==> config.mk <==
export PLATFORM = sky130hd
export DESIGN_NAME = uart_cmd_top
export DESIGN_NICKNAME = d
export VERILOG_FILES = /design/src/logic/uart_cmd_pkg.sv /design/src/logic/cmd_bus_if.sv /design/src/logic/cmd_arbiter.sv /design/src/logic/uart_cmd_engine.sv /design/src/logic/uart_cmd_top.sv /design/src/logic/uart_frame_rx.sv /design/src/logic/uart_frame_tx.sv
export SDC_FILE = /design/constraint.sdc
export NUM_CORES = 1
export LEC_CHECK = 0
export ABC_CLOCK_PERIOD_IN_PS = 5000
export BUFFER_PORTS_ARGS = -buffer_cell sky130_fd_sc_hd__buf_2
export CAP_MARGIN = 30
export CORE_MARGIN = 2
export CORE_UTILIZATION = 38
export CTS_BUF_LIST = sky130_fd_sc_hd__clkbuf_4
export CTS_CLUSTER_DIAMETER = 80
export DETAILED_ROUTE_END_ITERATION = 8
export PLACE_DENSITY = 0.54
export SYNTH_ARGS = -nofsm -noshare
export SYNTH_HDL_FRONTEND = slang
export SYNTH_SLANG_ARGS = --single-unit
==> constraint.sdc <==
create_clock -name clk -period 5 [get_ports clk]
set_clock_uncertainty 0.1 [all_clocks]
set_input_delay 0.5 -clock clk [delete_from_list [all_inputs] [get_ports clk]]
set_output_delay 0.5 -clock clk [all_outputs]
set_load 0.05 [all_outputs]
==> src/logic/uart_cmd_pkg.sv <==
package uart_cmd_pkg;

  // {write flag, register address[6:0], write data[7:0]}.
  typedef logic [15:0] cmd_t;

  typedef logic [7:0] byte_t;

  localparam int CMD_WR_BIT = 15;

  typedef enum logic [2:0] {
    S_IDLE,
    S_SEND_LO,
    S_GAP,
    S_SEND_HI,
    S_WAIT_REPLY,
    S_DONE
  } engine_state_t;

  // parity bit that makes the ones count of data plus parity odd.
  function automatic logic odd_parity(input byte_t d);
    return ~^d;
  endfunction

endpackage

==> src/logic/cmd_bus_if.sv <==
`timescale 1ns/1ps

interface cmd_bus_if;
  import uart_cmd_pkg::*;

  logic  req;
  logic  ack;
  cmd_t  cmd;
  byte_t rdata;
  logic  err;

  modport host (
    output req,
    output cmd,
    input  ack,
    input  rdata,
    input  err
  );

  modport engine (
    input  req,
    input  cmd,
    output ack,
    output rdata,
    output err
  );

endinterface

==> src/logic/cmd_arbiter.sv <==
`timescale 1ns/1ps

module cmd_arbiter (
  input  logic                clk,
  input  logic                rst_n,
  input  logic                c0_req,
  input  uart_cmd_pkg::cmd_t  c0_cmd,
  output logic                c0_ack,
  output uart_cmd_pkg::byte_t c0_rdata,
  output logic                c0_err,
  input  logic                c1_req,
  input  uart_cmd_pkg::cmd_t  c1_cmd,
  output logic                c1_ack,
  output uart_cmd_pkg::byte_t c1_rdata,
  output logic                c1_err,
  cmd_bus_if.host             bus
);

  logic grant_vld;
  logic grant_idx;
  logic last_served;
  logic sel_req;
  logic bus_idle;
  logic pick;

  assign sel_req  = grant_idx ? c1_req : c0_req;
  assign bus_idle = !bus.req && !bus.ack;

  // on a tie the port not served last wins.
  assign pick = (c0_req && c1_req) ? !last_served : c1_req;

  always_ff @(posedge clk or negedge rst_n)
  begin
    if (!rst_n)
    begin
      grant_vld   <= 1'b0;
      grant_idx   <= 1'b0;
      last_served <= 1'b1;  // port 0 first.
    end
    else if (!grant_vld)
    begin
      if (bus_idle && (c0_req || c1_req))
      begin
        grant_vld   <= 1'b1;
        grant_idx   <= pick;
        last_served <= pick;
      end
    end
    else if (!sel_req && !bus.ack)
    begin
      grant_vld <= 1'b0;  // handshake fully closed.
    end
  end

  assign bus.req = grant_vld && sel_req;
  assign bus.cmd = grant_idx ? c1_cmd : c0_cmd;

  assign c0_ack   = grant_vld && !grant_idx && bus.ack;
  assign c0_rdata = (grant_vld && !grant_idx) ? bus.rdata : '0;
  assign c0_err   = grant_vld && !grant_idx && bus.err;

  assign c1_ack   = grant_vld && grant_idx && bus.ack;
  assign c1_rdata = (grant_vld && grant_idx) ? bus.rdata : '0;
  assign c1_err   = grant_vld && grant_idx && bus.err;

endmodule

==> src/logic/uart_cmd_engine.sv <==
`timescale 1ns/1ps

module uart_cmd_engine #(
  parameter int CLKS_PER_BIT  = 16,
  parameter int GAP_CYCLES    = 32,
  parameter int REPLY_TIMEOUT = 800
) (
  input  logic                clk,
  input  logic                rst_n,
  cmd_bus_if.engine           bus,
  output logic                tx_start,
  output uart_cmd_pkg::byte_t tx_data,
  input  logic                tx_busy,
  input  logic                rx_valid,
  input  uart_cmd_pkg::byte_t rx_data,
  input  logic                rx_parity_err,
  input  logic                rx_active
);
  import uart_cmd_pkg::*;

  localparam int CNT_MAX = (GAP_CYCLES > REPLY_TIMEOUT) ? GAP_CYCLES : REPLY_TIMEOUT;
  localparam int CNT_W   = $clog2(CNT_MAX + 1);

  engine_state_t    state;
  logic             req_d;
  cmd_t             cmd_q;
  logic [CNT_W-1:0] cnt;  // gap and reply timeout.

  always_ff @(posedge clk or negedge rst_n)
  begin
    if (!rst_n)
    begin
      state     <= S_IDLE;
      req_d     <= 1'b0;
      cmd_q     <= '0;
      cnt       <= '0;
      tx_start  <= 1'b0;
      tx_data   <= '0;
      bus.ack   <= 1'b0;
      bus.rdata <= '0;
      bus.err   <= 1'b0;
    end
    else
    begin
      req_d    <= bus.req;
      tx_start <= 1'b0;
      case (state)
        S_IDLE:
        begin
          if (bus.req && !req_d)
          begin
            cmd_q    <= bus.cmd;
            tx_data  <= bus.cmd[7:0];  // low byte first.
            tx_start <= 1'b1;
            cnt      <= '0;
            state    <= S_SEND_LO;
          end
        end
        S_SEND_LO, S_SEND_HI:
        begin
          if (!tx_start && !tx_busy)
          begin
            if (state == S_SEND_LO)
            begin
              state <= S_GAP;
            end
            else if (cmd_q[CMD_WR_BIT])
            begin
              bus.rdata <= '0;
              bus.err   <= 1'b0;
              bus.ack   <= 1'b1;
              state     <= S_DONE;
            end
            else
            begin
              state <= S_WAIT_REPLY;
            end
          end
        end
        S_GAP:
        begin
          if (cnt == CNT_W'(GAP_CYCLES - 1))
          begin
            tx_data  <= cmd_q[15:8];
            tx_start <= 1'b1;
            cnt      <= '0;
            state    <= S_SEND_HI;
          end
          else
          begin
            cnt <= cnt + 1'b1;
          end
        end
        S_WAIT_REPLY:
        begin
          if (rx_valid)
          begin
            bus.rdata <= rx_data;
            bus.err   <= rx_parity_err;
            bus.ack   <= 1'b1;
            state     <= S_DONE;
          end
          else if (!rx_active)
          begin
            if (cnt == CNT_W'(REPLY_TIMEOUT - 1))
            begin
              bus.rdata <= '0;
              bus.err   <= 1'b1;  // no reply.
              bus.ack   <= 1'b1;
              state     <= S_DONE;
            end
            else
            begin
              cnt <= cnt + 1'b1;
            end
          end
        end
        S_DONE:
        begin
          if (!bus.req)
          begin
            bus.ack <= 1'b0;
            state   <= S_IDLE;
          end
        end
        default:
          state <= S_IDLE;
      endcase
    end
  end

endmodule

==> src/logic/uart_cmd_top.sv <==
`timescale 1ns/1ps

module uart_cmd_top #(
  parameter int CLKS_PER_BIT  = 16,
  parameter int GAP_CYCLES    = 32,
  parameter int REPLY_TIMEOUT = 800
) (
  input  logic                clk,
  input  logic                rst_n,
  input  logic                c0_req,
  input  uart_cmd_pkg::cmd_t  c0_cmd,
  output logic                c0_ack,
  output uart_cmd_pkg::byte_t c0_rdata,
  output logic                c0_err,
  input  logic                c1_req,
  input  uart_cmd_pkg::cmd_t  c1_cmd,
  output logic                c1_ack,
  output uart_cmd_pkg::byte_t c1_rdata,
  output logic                c1_err,
  output logic                tx,
  input  logic                rx
);
  import uart_cmd_pkg::*;

  logic  tx_start;
  byte_t tx_data;
  logic  tx_busy;
  logic  rx_valid;
  byte_t rx_data;
  logic  rx_parity_err;
  logic  rx_active;

  cmd_bus_if i_bus ();

  cmd_arbiter i_arb (
    .clk      (clk),
    .rst_n    (rst_n),
    .c0_req   (c0_req),
    .c0_cmd   (c0_cmd),
    .c0_ack   (c0_ack),
    .c0_rdata (c0_rdata),
    .c0_err   (c0_err),
    .c1_req   (c1_req),
    .c1_cmd   (c1_cmd),
    .c1_ack   (c1_ack),
    .c1_rdata (c1_rdata),
    .c1_err   (c1_err),
    .bus      (i_bus.host)
  );

  uart_cmd_engine #(
    .CLKS_PER_BIT  (CLKS_PER_BIT),
    .GAP_CYCLES    (GAP_CYCLES),
    .REPLY_TIMEOUT (REPLY_TIMEOUT)
  ) i_engine (
    .clk           (clk),
    .rst_n         (rst_n),
    .bus           (i_bus.engine),
    .tx_start      (tx_start),
    .tx_data       (tx_data),
    .tx_busy       (tx_busy),
    .rx_valid      (rx_valid),
    .rx_data       (rx_data),
    .rx_parity_err (rx_parity_err),
    .rx_active     (rx_active)
  );

  uart_frame_tx #(
    .CLKS_PER_BIT (CLKS_PER_BIT)
  ) i_tx (
    .clk      (clk),
    .rst_n    (rst_n),
    .tx_start (tx_start),
    .tx_data  (tx_data),
    .tx_busy  (tx_busy),
    .tx       (tx)
  );

  uart_frame_rx #(
    .CLKS_PER_BIT (CLKS_PER_BIT)
  ) i_rx (
    .clk           (clk),
    .rst_n         (rst_n),
    .rx            (rx),
    .rx_valid      (rx_valid),
    .rx_data       (rx_data),
    .rx_parity_err (rx_parity_err),
    .rx_active     (rx_active)
  );

endmodule

==> src/logic/uart_frame_rx.sv <==
`timescale 1ns/1ps

module uart_frame_rx #(
  parameter int CLKS_PER_BIT = 16
) (
  input  logic                clk,
  input  logic                rst_n,
  input  logic                rx,
  output logic                rx_valid,
  output uart_cmd_pkg::byte_t rx_data,
  output logic                rx_parity_err,
  output logic                rx_active
);
  import uart_cmd_pkg::*;

  localparam int DIV_W = $clog2(CLKS_PER_BIT + 1);

  logic             rx_meta;
  logic             rx_sync;
  logic             rx_prev;
  logic [DIV_W-1:0] div_cnt;
  logic [3:0]       bit_idx;
  byte_t            data_sh;
  logic             par_q;
  logic             mid_bit;
  logic             bit_end;

  assign mid_bit = (div_cnt == DIV_W'(CLKS_PER_BIT / 2 - 1));
  assign bit_end = (div_cnt == DIV_W'(CLKS_PER_BIT - 1));

  always_ff @(posedge clk or negedge rst_n)
  begin
    if (!rst_n)
    begin
      rx_meta <= 1'b1;
      rx_sync <= 1'b1;
      rx_prev <= 1'b1;
    end
    else
    begin
      rx_meta <= rx;
      rx_sync <= rx_meta;
      rx_prev <= rx_sync;
    end
  end

  always_ff @(posedge clk or negedge rst_n)
  begin
    if (!rst_n)
    begin
      rx_valid      <= 1'b0;
      rx_data       <= '0;
      rx_parity_err <= 1'b0;
      rx_active     <= 1'b0;
      div_cnt       <= '0;
      bit_idx       <= '0;
      data_sh       <= '0;
      par_q         <= 1'b0;
    end
    else
    begin
      rx_valid <= 1'b0;
      if (!rx_active)
      begin
        if (rx_prev && !rx_sync)
        begin
          rx_active <= 1'b1;  // falling start edge.
          div_cnt   <= '0;
          bit_idx   <= '0;
        end
      end
      else
      begin
        div_cnt <= bit_end ? '0 : div_cnt + 1'b1;
        if (bit_end)
          bit_idx <= bit_idx + 1'b1;
        if (bit_end && bit_idx == 4'd10)
          rx_active <= 1'b0;
        if (mid_bit)
        begin
          case (bit_idx)
            4'd0:
            begin
              if (rx_sync)
                rx_active <= 1'b0;  // glitch, not a start bit.
            end
            4'd9:
              par_q <= rx_sync;
            4'd10:
            begin
              rx_valid      <= 1'b1;
              rx_data       <= data_sh;
              // bad stop bit counts as a parity error.
              rx_parity_err <= (par_q != odd_parity(data_sh)) || !rx_sync;
            end
            default:
              data_sh <= {rx_sync, data_sh[7:1]};
          endcase
        end
      end
    end
  end

endmodule

==> src/logic/uart_frame_tx.sv <==
`timescale 1ns/1ps

module uart_frame_tx #(
  parameter int CLKS_PER_BIT = 16
) (
  input  logic                clk,
  input  logic                rst_n,
  input  logic                tx_start,
  input  uart_cmd_pkg::byte_t tx_data,
  output logic                tx_busy,
  output logic                tx
);
  import uart_cmd_pkg::*;

  localparam int DIV_W = $clog2(CLKS_PER_BIT + 1);

  logic [DIV_W-1:0] div_cnt;
  logic [3:0]       bit_idx;  // 0 start, 1..8 data, 9 parity, 10 stop.
  logic [9:0]       shreg;
  logic             bit_end;

  assign bit_end = (div_cnt == DIV_W'(CLKS_PER_BIT - 1));

  always_ff @(posedge clk or negedge rst_n)
  begin
    if (!rst_n)
    begin
      tx_busy <= 1'b0;
      tx      <= 1'b1;
      div_cnt <= '0;
      bit_idx <= '0;
    end
    else if (!tx_busy)
    begin
      if (tx_start)
      begin
        tx_busy <= 1'b1;
        tx      <= 1'b0;  // start bit.
        div_cnt <= '0;
        bit_idx <= '0;
      end
    end
    else if (bit_end)
    begin
      div_cnt <= '0;
      if (bit_idx == 4'd10)
      begin
        tx_busy <= 1'b0;
        tx      <= 1'b1;
      end
      else
      begin
        bit_idx <= bit_idx + 1'b1;
        tx      <= shreg[0];
      end
    end
    else
    begin
      div_cnt <= div_cnt + 1'b1;
    end
  end

  // data LSB first, then parity, then stop.
  always_ff @(posedge clk)
  begin
    if (!tx_busy && tx_start)
      shreg <= {1'b1, odd_parity(tx_data), tx_data};
    else if (tx_busy && bit_end)
      shreg <= {1'b1, shreg[9:1]};
  end

endmodule

==> impl_metrics.yaml <==
synth:
  synth_cell_type_count: 55
  postSynthNetCount: 509
  synth_top_area_share_pct: 42.3
  mappedNetlistArea_um2: 4850
  synth_edf_count: 9
  synth_cells: 463
  synth_seq_cells: 96
  synth_seq_area_share_pct: 50.6
  netlist_top_cells_count: "dfrtp_1 (82), nand2_1 (64), o21ai_0 (35)"
  yosys_warnings: 0
  synth_flop_cell: "dfrtp_1"
  synthArstFlopShare_pct: 90.6
  syn_area_per_cell_um2: 10.5
  synth_top_area_cell: "dfrtp_1"
  yosysMostFrequentCell: "dfrtp_1"
  yosys-top-cells-area: "dfrtp_1 (42%), mux2_2 (6.0%), edfxtp_1 (5.6%), nand2_1 (4.9%), o21ai_0 (3.6%)"
power_and_ir_drop:
  power.leakage_uw: 0.00240
  ir_drop_mv: 0.236
  power_density_nw_per_um2: 272
min_path:
  min_to: "i_arb.last_served"
  whs_path_depth: 3
  min_from: "c1_req"
  hold_path_class: "in2reg"
placed_design:
  portBuffers: 57
  gp_congestion: 0.774
  hpwl_um: 7120
  place_ws_ps: 2510
critical_path:
  reg2reg_depth: 6
  rrSetupSlack_ps: 2440
  worst_setup_path_start_kind: "register"
  crit-reg2reg-launch: "i_engine.cnt[0]"
  cp.arrival_ps: 2050
  crit_required_ps: 4400
  critical-path-max-stage-delay_ps: 610
  setup.worst_path.end_class: "output pin"
  crit_path_max_fanout: 17
  r2r_end: "i_engine.cnt[9]"
  cp_slowest_cell: "dfrtp_1"
  crit_path_cell_trace: "nor2b_1 > and2_1 > buf_2"
  crit_type: "reg2out"
global_routing:
  first_global_vias: 3286
  grt.total_usage_pct: 15.2
  grt_pass1_wl_um: 16100
  antenna_found_initial: 0
  grt_start_max_net_pins: 58
  overflow: 0
routing:
  routed.top_layer: "met4"
  viasPerCell: 4.98
  wl_met3_um: 336
  dr.pass1.iters: 4
  routedLengthMet1_um: 4580
  wirelength_um: 9790
  dr_total_vias: 3465
  wire_per_inst_um: 14.1
  drt_iter0_drc: 171
  ant_nets: 0
  wl_met2_um: 4720
  drc: 0
floorplan:
  initial_core_util_pct: 38.6
  pin_count: 58
  rows: 41
  core_um2: 12600
  chipWidth_um: 117
  dieArea_um2: 13700
  die_y_um: 117
final_layout:
  fillers: 1247
  drive_gt1_share_pct: 22.1
  area_growth_syn_to_layout_pct: 12.0
  layout.nets: 565
  register_area_um2: 2450
  multiInputGateArea_um2: 2280
  antennaDiodeCount: 0
run_status:
  outcome: "finished, final reports clean"
clocking:
  path_clk_slew_ps: 150
  cts.sinks: 96
  htree_levels: 3
  cts_setup_buffers: 0
  cts_root_buf: "clkbuf_4"
  cts_tree: "yes"
  clk_path_buf_depth: 2
  cts_buffers: 9
  clock_latency_ps: 470
timing:
  tightest_slew_ps: 743
  min_period_over_period_pct: 53.1
  fin_crit_ps: 2650
  setup_tns_ps: 0
  whs_ps: 186
  drv_slew: 0
  finalSetupViolations: 0
  max_slew_margin_pct: 50.2
  max_freq_ghz: 0.377
  worst_slack_ps: 2350
  hold_viol_final: 0
  grt_setup_unrepaired: "false"
run:
  drv_cap: 0
[cell type report]
class | instances | area share, %
sequential | 96 | 45.1
multi-input combinational | 340 | 41.9
timing repair buffer | 61 | 5.94
tap | 172 | 3.96
clock buffer | 10 | 1.38
clock inverter | 6 | 0.944
inverter | 11 | 0.760
[state kept, by name (all words and copies together), names as in the netlist, 3 cells and up]
signal / count
i_engine.cnt: 10
i_tx.bit_idx: 4
i_rx.data_sh: 8
i_tx.div_cnt: 5
i_engine.tx_data: 8
i_rx.bit_idx: 4
i_engine.cmd_q: 8
i_rx.rx_data: 8
i_engine.state: 3
i_engine.bus.rdata: 8
i_tx.shreg: 9
i_rx.div_cnt: 5
[worst max-delay path: cells and delay by family (launching register included)]
family                 cells  cell delay [ps]
buffers and inverters      1              270
flip-flops                 1              610
AND/OR/NAND/NOR            2              720
[layer usage]
metal / up-vias / track usage, %
met1: 1667 / 20.1
met2: 36 / 24.2
met5: - / 0
met3: 11 / 4.38
li1: 1751 / -
met4: 0 / 4.86
[report_power, final]
| group | switching, uW | total [uW] | leakage, uW | internal [uW] |
|---|---|---|---|---|
| registers | 50.2 | 871 | 0.00116 | 821 |
| clock network | 253 | 405 | 0.0000753 | 152 |
| logic | 110 | 202 | 0.00117 | 92.2 |
[worst max-delay path by stage]
stage / endpoint / slack, ps / from
6_report: c0_err / 2350 / i_arb.grant_vld
4_1_cts: c0_err / 2280 / i_arb.grant_vld
5_1_grt: i_engine.cnt[0] / 2150 / i_engine.cnt[0]
3_3_place_gp: i_engine.cnt[8] / 2640 / i_engine.state[0]
3_5_place_dp: i_engine.cnt[9] / 2510 / i_engine.cnt[0]
2_1_floorplan: c1_ack / 2680 / i_arb.grant_idx
[cells in the final DEF, fill, tap and decap left out, drive strengths merged, types with 10 or more instances in the layout]
master	n
buf	59
and3	11
a21oi	20
and2	15
inv	12
dfrtp	82
nand2	66
nand3	13
mux2i	16
xnor2	15
mux2	26
nor2	26
o21ai	37
clkbuf	10
[metrics by stage]
| step | util (%) | cells | cell area, um^2 | total power [uW] |
|---|---|---|---|---|
| after detailed placement | 42.1 | 678 | 5290 | 1090 |
| final | 43.2 | 696 | 5440 | 1480 |
| after global routing | 43.2 | 696 | 5440 | 1570 |
| after floorplan | - | 463 | 4850 | 1030 |
| after CTS | 43.2 | 696 | 5440 | 1510 |
| after global placement | 42.1 | 678 | 5290 | 1080 |
[cell families (layout without fill, tap and decap cells)]
family,count (synthesis),after routing,synth area share [%]
compound gates,93,93,12.5
xor+xnor,21,21,3.79
fa+ha+maj,9,9,2.32
buf+inv,27,88,2.55
flops,96,96,50.6
mux,42,42,9.33
simple gates,175,175,19.0
[timing repair]
item / in CTS / in global routing
hold buffers: 2 / 0
gates resized for setup: 0 / 0
setup endpoints to repair: 0 / 0
hold endpoints to repair: 29 / 0
(Power assumes the default switching activity.)
